File: src/common/ising_pkg.sv
// ising package: array sizes, bus address layout and shared weight bus types.

`default_nettype none

package ising_pkg;

    // ********************************************************************
    // sizes
    // ********************************************************************
    localparam int spin_count = 8;
    localparam int spin_idx_w = 3;
    localparam int weight_w   = 4;
    localparam int field_w    = 8;        // bias plus seven weights.
    localparam int loop_delay = 2;        // feedback cycles.

    // ********************************************************************
    // weight bus address layout
    // ********************************************************************
    localparam logic [7:0] weight_addr_mask = 8'hA5;
    localparam int addr_mask_lsb = 24;    // top byte.
    localparam int addr_dst_lsb  = 13;    // destination in 23:13.
    localparam int addr_src_lsb  = 2;     // source in 12:2.
    localparam int addr_idx_w    = 11;

    // ********************************************************************
    // types
    // ********************************************************************
    typedef logic [spin_count-1:0]      spin_vec_t;   // 1 is up, 0 is down.
    typedef logic [spin_idx_w-1:0]      spin_idx_t;
    typedef logic signed [weight_w-1:0] weight_t;
    typedef logic signed [field_w-1:0]  field_t;

    typedef struct packed {
        logic      en;
        spin_idx_t row;
        spin_idx_t col;
        weight_t   weight;
    } weight_wr_t;

    typedef struct packed {
        spin_idx_t row;
        spin_idx_t col;
    } weight_rd_t;

endpackage

`default_nettype wire
File: src/verilog/ising_core.sv
// ising core: weight bus port, spin matrix and spin feedback delay.

`timescale 1ns/1ns
`default_nettype none

module ising_core import ising_pkg::*; (
    input  logic        clk,
    input  logic        reset,

    // weight bus.
    input  logic        wr_en,
    input  logic [31:0] wr_addr,
    input  logic [31:0] wdata,
    input  logic [31:0] rd_addr,
    output logic [31:0] rdata,

    // spin control.
    input  logic        run,
    input  logic        spin_load,
    input  spin_vec_t   spin_init,
    output spin_vec_t   spins
);

    weight_wr_t weight_wr;
    weight_rd_t weight_rd;
    weight_t    rd_weight;
    spin_vec_t  delayed_spins;

    weight_port u_weight_port (
        .clk       (clk),
        .reset     (reset),
        .wr_en     (wr_en),
        .wr_addr   (wr_addr),
        .wdata     (wdata),
        .rd_addr   (rd_addr),
        .rd_weight (rd_weight),
        .weight_wr (weight_wr),
        .weight_rd (weight_rd),
        .rdata     (rdata)
    );

    spin_array u_spin_array (
        .clk           (clk),
        .reset         (reset),
        .weight_wr     (weight_wr),
        .weight_rd     (weight_rd),
        .delayed_spins (delayed_spins),
        .run           (run),
        .spin_load     (spin_load),
        .spin_init     (spin_init),
        .spins         (spins),
        .rd_weight     (rd_weight)
    );

    // spins come back into the matrix loop_delay cycles late.
    spin_delay_line #(
        .depth (loop_delay)
    ) u_spin_delay_line (
        .clk       (clk),
        .reset     (reset),
        .spins_in  (spins),
        .spins_out (delayed_spins)
    );

endmodule

`default_nettype wire

File: src/verilog/weight_port.sv
// weight port: decodes bus addresses into weight writes and registered reads.

`timescale 1ns/1ns
`default_nettype none

module weight_port import ising_pkg::*; (
    input  logic        clk,
    input  logic        reset,
    input  logic        wr_en,
    input  logic [31:0] wr_addr,
    input  logic [31:0] wdata,
    input  logic [31:0] rd_addr,
    input  weight_t     rd_weight,
    output weight_wr_t  weight_wr,
    output weight_rd_t  weight_rd,
    output logic [31:0] rdata
);

    logic wr_ok;
    logic rd_ok;

    // mask byte matches and both indices name a real spin.
    function automatic logic addr_ok(input logic [31:0] addr);
        logic mask_hit;
        logic dst_hit;
        logic src_hit;
        mask_hit = (addr[addr_mask_lsb +: 8] == weight_addr_mask);
        dst_hit  = (addr[addr_dst_lsb +: addr_idx_w] < addr_idx_w'(spin_count));
        src_hit  = (addr[addr_src_lsb +: addr_idx_w] < addr_idx_w'(spin_count));
        return mask_hit && dst_hit && src_hit;
    endfunction

    assign wr_ok = addr_ok(wr_addr);
    assign rd_ok = addr_ok(rd_addr);

    // ********************************************************************
    // write and read requests
    // ********************************************************************
    always_comb begin
        weight_wr.en     = wr_en && wr_ok;
        weight_wr.row    = wr_addr[addr_dst_lsb +: spin_idx_w];  // destination.
        weight_wr.col    = wr_addr[addr_src_lsb +: spin_idx_w];  // source.
        weight_wr.weight = wdata[weight_w-1:0];
    end

    always_comb begin
        weight_rd.row = rd_addr[addr_dst_lsb +: spin_idx_w];
        weight_rd.col = rd_addr[addr_src_lsb +: spin_idx_w];
    end

    // ********************************************************************
    // read data
    // ********************************************************************
    // rd_weight still holds the old value during a same-cycle write.
    always_ff @(posedge clk) begin
        if (reset) begin
            rdata <= '0;
        end else if (rd_ok) begin
            rdata <= {{(32-weight_w){rd_weight[weight_w-1]}}, rd_weight};  // sign extend.
        end else begin
            rdata <= '0;
        end
    end

endmodule

`default_nettype wire

File: src/spin_array/spin_array.sv
// spin array: matrix of coupled and shorted cells with row field sums.

`timescale 1ns/1ns
`default_nettype none

module spin_array import ising_pkg::*; (
    input  logic       clk,
    input  logic       reset,
    input  weight_wr_t weight_wr,
    input  weight_rd_t weight_rd,
    input  spin_vec_t  delayed_spins,
    input  logic       run,
    input  logic       spin_load,
    input  spin_vec_t  spin_init,
    output spin_vec_t  spins,
    output weight_t    rd_weight
);

    field_t    terms   [spin_count][spin_count];  // [row][neighbor].
    weight_t   pair_w  [spin_count][spin_count];  // upper triangle only.
    weight_t   biases  [spin_count];
    field_t    row_sum [spin_count];
    spin_idx_t rd_lo;
    spin_idx_t rd_hi;

    // ********************************************************************
    // cell matrix
    // ********************************************************************
    for (genvar i = 0; i < spin_count; i++) begin : g_row
        for (genvar j = 0; j < spin_count; j++) begin : g_col
            if (i < j) begin : g_pair
                coupled_cell #(
                    .row_idx (i),
                    .col_idx (j)
                ) u_coupled_cell (
                    .clk       (clk),
                    .reset     (reset),
                    .weight_wr (weight_wr),
                    .spin_a    (delayed_spins[i]),
                    .spin_b    (delayed_spins[j]),
                    .weight    (pair_w[i][j]),
                    .term_a    (terms[i][j]),
                    .term_b    (terms[j][i])
                );
            end else begin : g_lower
                assign pair_w[i][j] = '0;             // lower half never read.
                if (i == j) begin : g_self
                    assign terms[i][i] = '0;          // no self coupling.
                end
            end
        end

        shorted_cell #(
            .idx (i)
        ) u_shorted_cell (
            .clk           (clk),
            .reset         (reset),
            .weight_wr     (weight_wr),
            .coupling_sum  (row_sum[i]),
            .spin_init_bit (spin_init[i]),
            .run           (run),
            .spin_load     (spin_load),
            .bias          (biases[i]),
            .spin          (spins[i])
        );
    end

    // ********************************************************************
    // local field sums
    // ********************************************************************
    always_comb begin
        for (int r = 0; r < spin_count; r++) begin
            row_sum[r] = '0;
            for (int c = 0; c < spin_count; c++) begin
                row_sum[r] = row_sum[r] + terms[r][c];
            end
        end
    end

    // ********************************************************************
    // weight read-back
    // ********************************************************************
    always_comb begin
        if (weight_rd.row > weight_rd.col) begin
            rd_lo = weight_rd.col;                    // pair stored once.
            rd_hi = weight_rd.row;
        end else begin
            rd_lo = weight_rd.row;
            rd_hi = weight_rd.col;
        end
        if (rd_lo == rd_hi) begin
            rd_weight = biases[rd_lo];
        end else begin
            rd_weight = pair_w[rd_lo][rd_hi];
        end
    end

endmodule

`default_nettype wire

File: src/spin_array/spin_delay_line.sv
// spin delay line: register chain on the spin feedback path.

`timescale 1ns/1ns
`default_nettype none

module spin_delay_line import ising_pkg::*; #(
    parameter int depth = loop_delay
) (
    input  logic      clk,
    input  logic      reset,
    input  spin_vec_t spins_in,
    output spin_vec_t spins_out
);

    if (depth == 0) begin : g_pass
        assign spins_out = spins_in;
    end else begin : g_chain
        spin_vec_t stage [depth];

        // shifts every cycle, run or not.
        always_ff @(posedge clk) begin
            if (reset) begin
                for (int k = 0; k < depth; k++) begin
                    stage[k] <= '0;
                end
            end else begin
                stage[0] <= spins_in;
                for (int k = 1; k < depth; k++) begin
                    stage[k] <= stage[k-1];
                end
            end
        end

        assign spins_out = stage[depth-1];
    end

endmodule

`default_nettype wire

File: src/spin_array/shorted_cell.sv
// shorted cell: diagonal bias storage and the spin update flip-flop.

`timescale 1ns/1ns
`default_nettype none

module shorted_cell import ising_pkg::*; #(
    parameter int idx = 0
) (
    input  logic       clk,
    input  logic       reset,
    input  weight_wr_t weight_wr,
    input  field_t     coupling_sum,
    input  logic       spin_init_bit,
    input  logic       run,
    input  logic       spin_load,
    output weight_t    bias,
    output logic       spin
);

    logic   bias_hit;
    field_t field;

    assign bias_hit = weight_wr.en &&
                      (weight_wr.row == spin_idx_t'(idx)) &&
                      (weight_wr.col == spin_idx_t'(idx));

    always_ff @(posedge clk) begin
        if (reset) begin
            bias <= '0;
        end else if (bias_hit) begin
            bias <= weight_wr.weight;
        end
    end

    assign field = coupling_sum + field_t'(bias);

    // ********************************************************************
    // spin update
    // ********************************************************************
    // load wins over run; zero field keeps the spin.
    always_ff @(posedge clk) begin
        if (reset) begin
            spin <= 1'b0;
        end else if (spin_load) begin
            spin <= spin_init_bit;
        end else if (run) begin
            if (field > 0) begin
                spin <= 1'b1;
            end else if (field < 0) begin
                spin <= 1'b0;
            end
        end
    end

endmodule

`default_nettype wire

File: src/spin_array/coupled_cell.sv
// coupled cell: one pair weight and its signed field terms for both rows.

`timescale 1ns/1ns
`default_nettype none

module coupled_cell import ising_pkg::*; #(
    parameter int row_idx = 0,
    parameter int col_idx = 1
) (
    input  logic       clk,
    input  logic       reset,
    input  weight_wr_t weight_wr,
    input  logic       spin_a,
    input  logic       spin_b,
    output weight_t    weight,
    output field_t     term_a,
    output field_t     term_b
);

    logic   hit;
    field_t weight_ext;

    // either address order names this pair.
    assign hit = weight_wr.en &&
                 ((weight_wr.row == spin_idx_t'(row_idx) &&
                   weight_wr.col == spin_idx_t'(col_idx)) ||
                  (weight_wr.row == spin_idx_t'(col_idx) &&
                   weight_wr.col == spin_idx_t'(row_idx)));

    always_ff @(posedge clk) begin
        if (reset) begin
            weight <= '0;
        end else if (hit) begin
            weight <= weight_wr.weight;
        end
    end

    // widen before negating so -8 does not wrap.
    assign weight_ext = field_t'(weight);
    assign term_a     = spin_b ? weight_ext : -weight_ext;  // into row_idx.
    assign term_b     = spin_a ? weight_ext : -weight_ext;  // into col_idx.

endmodule

`default_nettype wire

File: config.mk
export PLATFORM = sky130hd
export DESIGN_NAME = ising_core
export DESIGN_NICKNAME = d
export VERILOG_FILES = /design/src/common/ising_pkg.sv /design/src/verilog/ising_core.sv /design/src/verilog/weight_port.sv /design/src/spin_array/spin_array.sv /design/src/spin_array/spin_delay_line.sv /design/src/spin_array/shorted_cell.sv /design/src/spin_array/coupled_cell.sv
export SDC_FILE = /design/constraint.sdc
export NUM_CORES = 1
export LEC_CHECK = 0
export BUFFER_PORTS_ARGS = -buffer_cell sky130_fd_sc_hd__buf_2
export CAP_MARGIN = 20
export CORE_MARGIN = 5
export CORE_UTILIZATION = 69
export DETAILED_ROUTE_END_ITERATION = 6
export MAX_ROUTING_LAYER = met4
export PLACE_DENSITY = 0.95
export SYNTH_ARGS = -nofsm -noshare
export SYNTH_HDL_FRONTEND = slang
export SYNTH_SLANG_ARGS = --single-unit
File: constraint.sdc
create_clock -name clk -period 9.03 [get_ports clk]
set_input_delay 2.2575 -clock clk [delete_from_list [all_inputs] [get_ports clk]]
set_output_delay 2.2575 -clock clk [all_outputs]
set_load 0.01 [all_outputs]
==> run_results.csv <==
group,metric,value,unit
clock_network,htreeDepth,4,
drt,ant_nets,0,
timing,setup_viol,0,
timing,tns,0,ps
timing,slew_violations,0,
global_routing,track_usage,0.434,
setup_path,path_buf_inv,4,
synth,ys_types,75,
synth,netlist_top_cells_count,"495 x inv_1, 304 x fa_1, 286 x mux2i_1, 243 x nor2_1, 172 x dfxtp_1",
synth,synth_area_leaders,"fa_1 26%, dfxtp_1 15%, mux2i_1 12%",
die,die_h,195,um
setup_path,startpoint_type,"flop",
drt,dr.pass1.iters,6,
clock_network,post-cts-setup-buffers,0,
synth,syn_area,23700,sq um
clock_network,cts-root-buf,"clkbuf_16",
setup_path,r2r_cells,20,
clock_network,cts_hold_buffers,0,
setup_path,path_max_fanout,4,
placement,port_buffers,116,
timing,fmax,161,MHz
power,leakagePower,0.0114,uW
drt,via_count,19700,
setup_path,rrSetupSlack,2820,ps
setup_path,slowest_delay,650,ps
timing,timing.hold.ws,444,ps
drt,wl,79.7,mm
die,die-area,38100,sq um
setup_path,worst_setup_path_end_kind,"flop",
setup_path,arrival,6630,ps
timing,min_period_over_period,0.688,
placement,dp_hpwl,64.0,mm
worst_hold_path,hold_path_class,"reg -> reg",
finish,finalNetCount,3228,
global_routing,gr-total-overflow,0,
timing,rsz0062_at_grt,"no",
finish,drive_above_1_share,0.107,
setup_path,crit_family,"adder cells",
placement,routabilityCongestion,1.11,
synth,postSynthCellCount,2699,
setup_path,cp.required,9440,ps
power,irDropWorstVdd,139,uV
timing,worst_slew_pin_slew,1370,ps
clock_network,worstSkewPairLatency,480,ps
clock_network,cts_resized,0,
timing,skew,15.4,ps
clock_network,clkTransAtPathRegs,70,ps
synth,yosys_warnings,0,
drt,drt_iter0_markers,2273,
synth,synth_edf_count,0,
global_routing,grt_max_degree,97,
setup_path,crit_type,"reg -> reg",
synth,synth_top_area_share,0.257,
die,die_x,195,um
clock_network,cts-buffers-inserted,17,
timing,period_minus_slack,6210,ps
clock_network,cts_sinks,172,
setup_path,r2r_end,"u_spin_array.g_row[7].u_shorted_cell.spin",
die,ios,149,
synth,yosysSeqAreaShare,0.146,
drt,wl_per_cell,25.3,um
setup_path,worstPathCellList,"nor3_1 -> inv_1 -> ha_1 -> mux2_2 -> fa_1 -> inv_1 -> fa_1 -> fa_1 -> inv_1 -> fa_1 -> inv_1 -> ha_1 -> a21o_1 -> a21oi_1 -> mux2i_1 -> nor2_1 -> o2111ai_1 -> a21oi_1 -> a2111oi_0 -> a21o_1",
timing,hold_viol,0,
setup_path,crit_end,"u_spin_array.g_row[7].u_shorted_cell.spin",
setup_path,slowest_stage,"o2111ai_1",
synth,async_flop_share,0,
drt,routed_via_density,6.24,
global_routing,grt_pass1_vias,19900,
synth,avgSynthCellArea,8.77,sq um
run,maxCapViolations,0,
synth,ys_ff_latch,172,
synth,synth_top_area_cell,"fa_1",
power,power_density,73.1,nW/um^2
clock_network,cts_tree,"built",
finish,synthToLayoutAreaGrowth,4.45,%
die,start_util,0.702,
drt,drc,0,
clock_network,clock_path_buffers,2,
synth,synth_nets,3236,
synth,synthFlopType,"dfxtp_1",
run_status,status,"finished, final reports clean",
setup_path,critical_path_cell_count,20,
die,rows,67,
synth,synth.most_common_cell,"inv_1",
die,design.core.area,33700,sq um
global_routing,grt_antenna_before_repair,1,
timing,slew_headroom,0.0745,
global_routing,grt_pass1_wl,120,mm
state kept, by name, summed over array words and instances (netlist names):
signal	cells
u_spin_array.g_row.g_col.g_pair.u_coupled_cell.weight	112
u_spin_delay_line.g_chain.stage	16
u_spin_array.g_row.u_shorted_cell.bias	32
u_spin_array.g_row.u_shorted_cell.spin	8
u_weight_port.rdata	4
layer usage:
layer  share of wire  global-route usage
met1            0.38               0.549
met3            0.12               0.106
met5               0                   -
met4           0.072               0.239
met2            0.44               0.643
power by group:
group,switching (uW),internal (uW)
logic,169,72.8
registers,9.14,762
clock network,380,414
total,558,1250
placed cells by master, fill, tap and decap left out, types with 6 or more instances in the layout:
cell | synthesis | final
nor2b_1 | 60 | 60
mux2i_1 | 286 | 286
nor2_1 | 243 | 243
nor4b_1 | 8 | 8
xor2_1 | 59 | 59
a21o_1 | 24 | 24
a21oi_1 | 46 | 46
nor3_1 | 47 | 47
a221oi_1 | 7 | 7
nand3_1 | 26 | 26
o2111ai_1 | 9 | 9
clkbuf_16 | 0 | 17
dfxtp_1 | 172 | 164
ha_1 | 124 | 124
mux2_2 | 46 | 46
dfxtp_2 | 0 | 8
nand2_1 | 135 | 135
inv_6 | 0 | 6
fa_1 | 304 | 304
o21ai_0 | 155 | 155
or2_2 | 57 | 57
xnor2_1 | 114 | 114
buf_2 | 16 | 115
nor4_1 | 9 | 9
o211ai_1 | 9 | 9
buf_4 | 39 | 14
inv_1 | 495 | 495
cell families after synthesis:
family / count (synthesis) / share of synthesized area
adder cells (fa/ha/maj): 428 / 0.323
multiplexers: 336 / 0.146
AO/OA/AOI/OAI: 318 / 0.0836
buffers and inverters: 652 / 0.112
AND/OR/NAND/NOR: 617 / 0.123
XOR/XNOR: 176 / 0.0669
flip-flops: 172 / 0.146
metrics by stage:
stage               power (uW)  std cells  setup WS [ps]   util  cell area [sq um]
floorplan                  940       2699           3470      -              23700
global placement          1010       3120           3140  0.716              24100
detailed placement        1020       3120           2990  0.716              24100
CTS                       1790       3152           2940  0.733              24700
global route              1840       3153           2490  0.733              24700
finish                    1810       3153           2820  0.733              24700
worst min path at each step:
stage,slack [ps],from,cells past startpoint,end
after floorplan,410,u_spin_delay_line.g_chain.stage[0][2],1,u_spin_delay_line.g_chain.stage[0][10]
after global placement,420,u_spin_delay_line.g_chain.stage[0][3],1,u_spin_delay_line.g_chain.stage[0][11]
after detailed placement,430,u_spin_delay_line.g_chain.stage[0][3],1,u_spin_delay_line.g_chain.stage[0][11]
after CTS,440,u_spin_delay_line.g_chain.stage[0][3],1,u_spin_delay_line.g_chain.stage[0][11]
after global routing,450,u_spin_delay_line.g_chain.stage[0][1],1,u_spin_delay_line.g_chain.stage[0][9]
final,440,u_spin_delay_line.g_chain.stage[0][3],1,u_spin_delay_line.g_chain.stage[0][11]
final cells by class:
type,instances,area (sq um)
Timing Repair Buffer,130,692
Clock buffer,17,425
Fill cell,2533,8990
Antenna cell,1,2.50
Inverter,495,1860
Clock inverter,15,163
Tap cell,448,561
Multi-Input combinational cell,1875,17600
Sequential cell,172,3450
worst register-to-register path: stages, from the launching register on:
cell       delay [ps]
dfxtp_1           390
nor3_1            420
inv_1             110
ha_1              300
mux2_2            280
fa_1              570
inv_1              80
fa_1              490
fa_1              490
inv_1              40
fa_1              510
inv_1              60
ha_1              270
a21o_1            180
a21oi_1           310
mux2i_1           230
nor2_1             60
o2111ai_1         650
a21oi_1           170
a2111oi_0         420
a21o_1            130
Power figures use the tool's default switching activity.
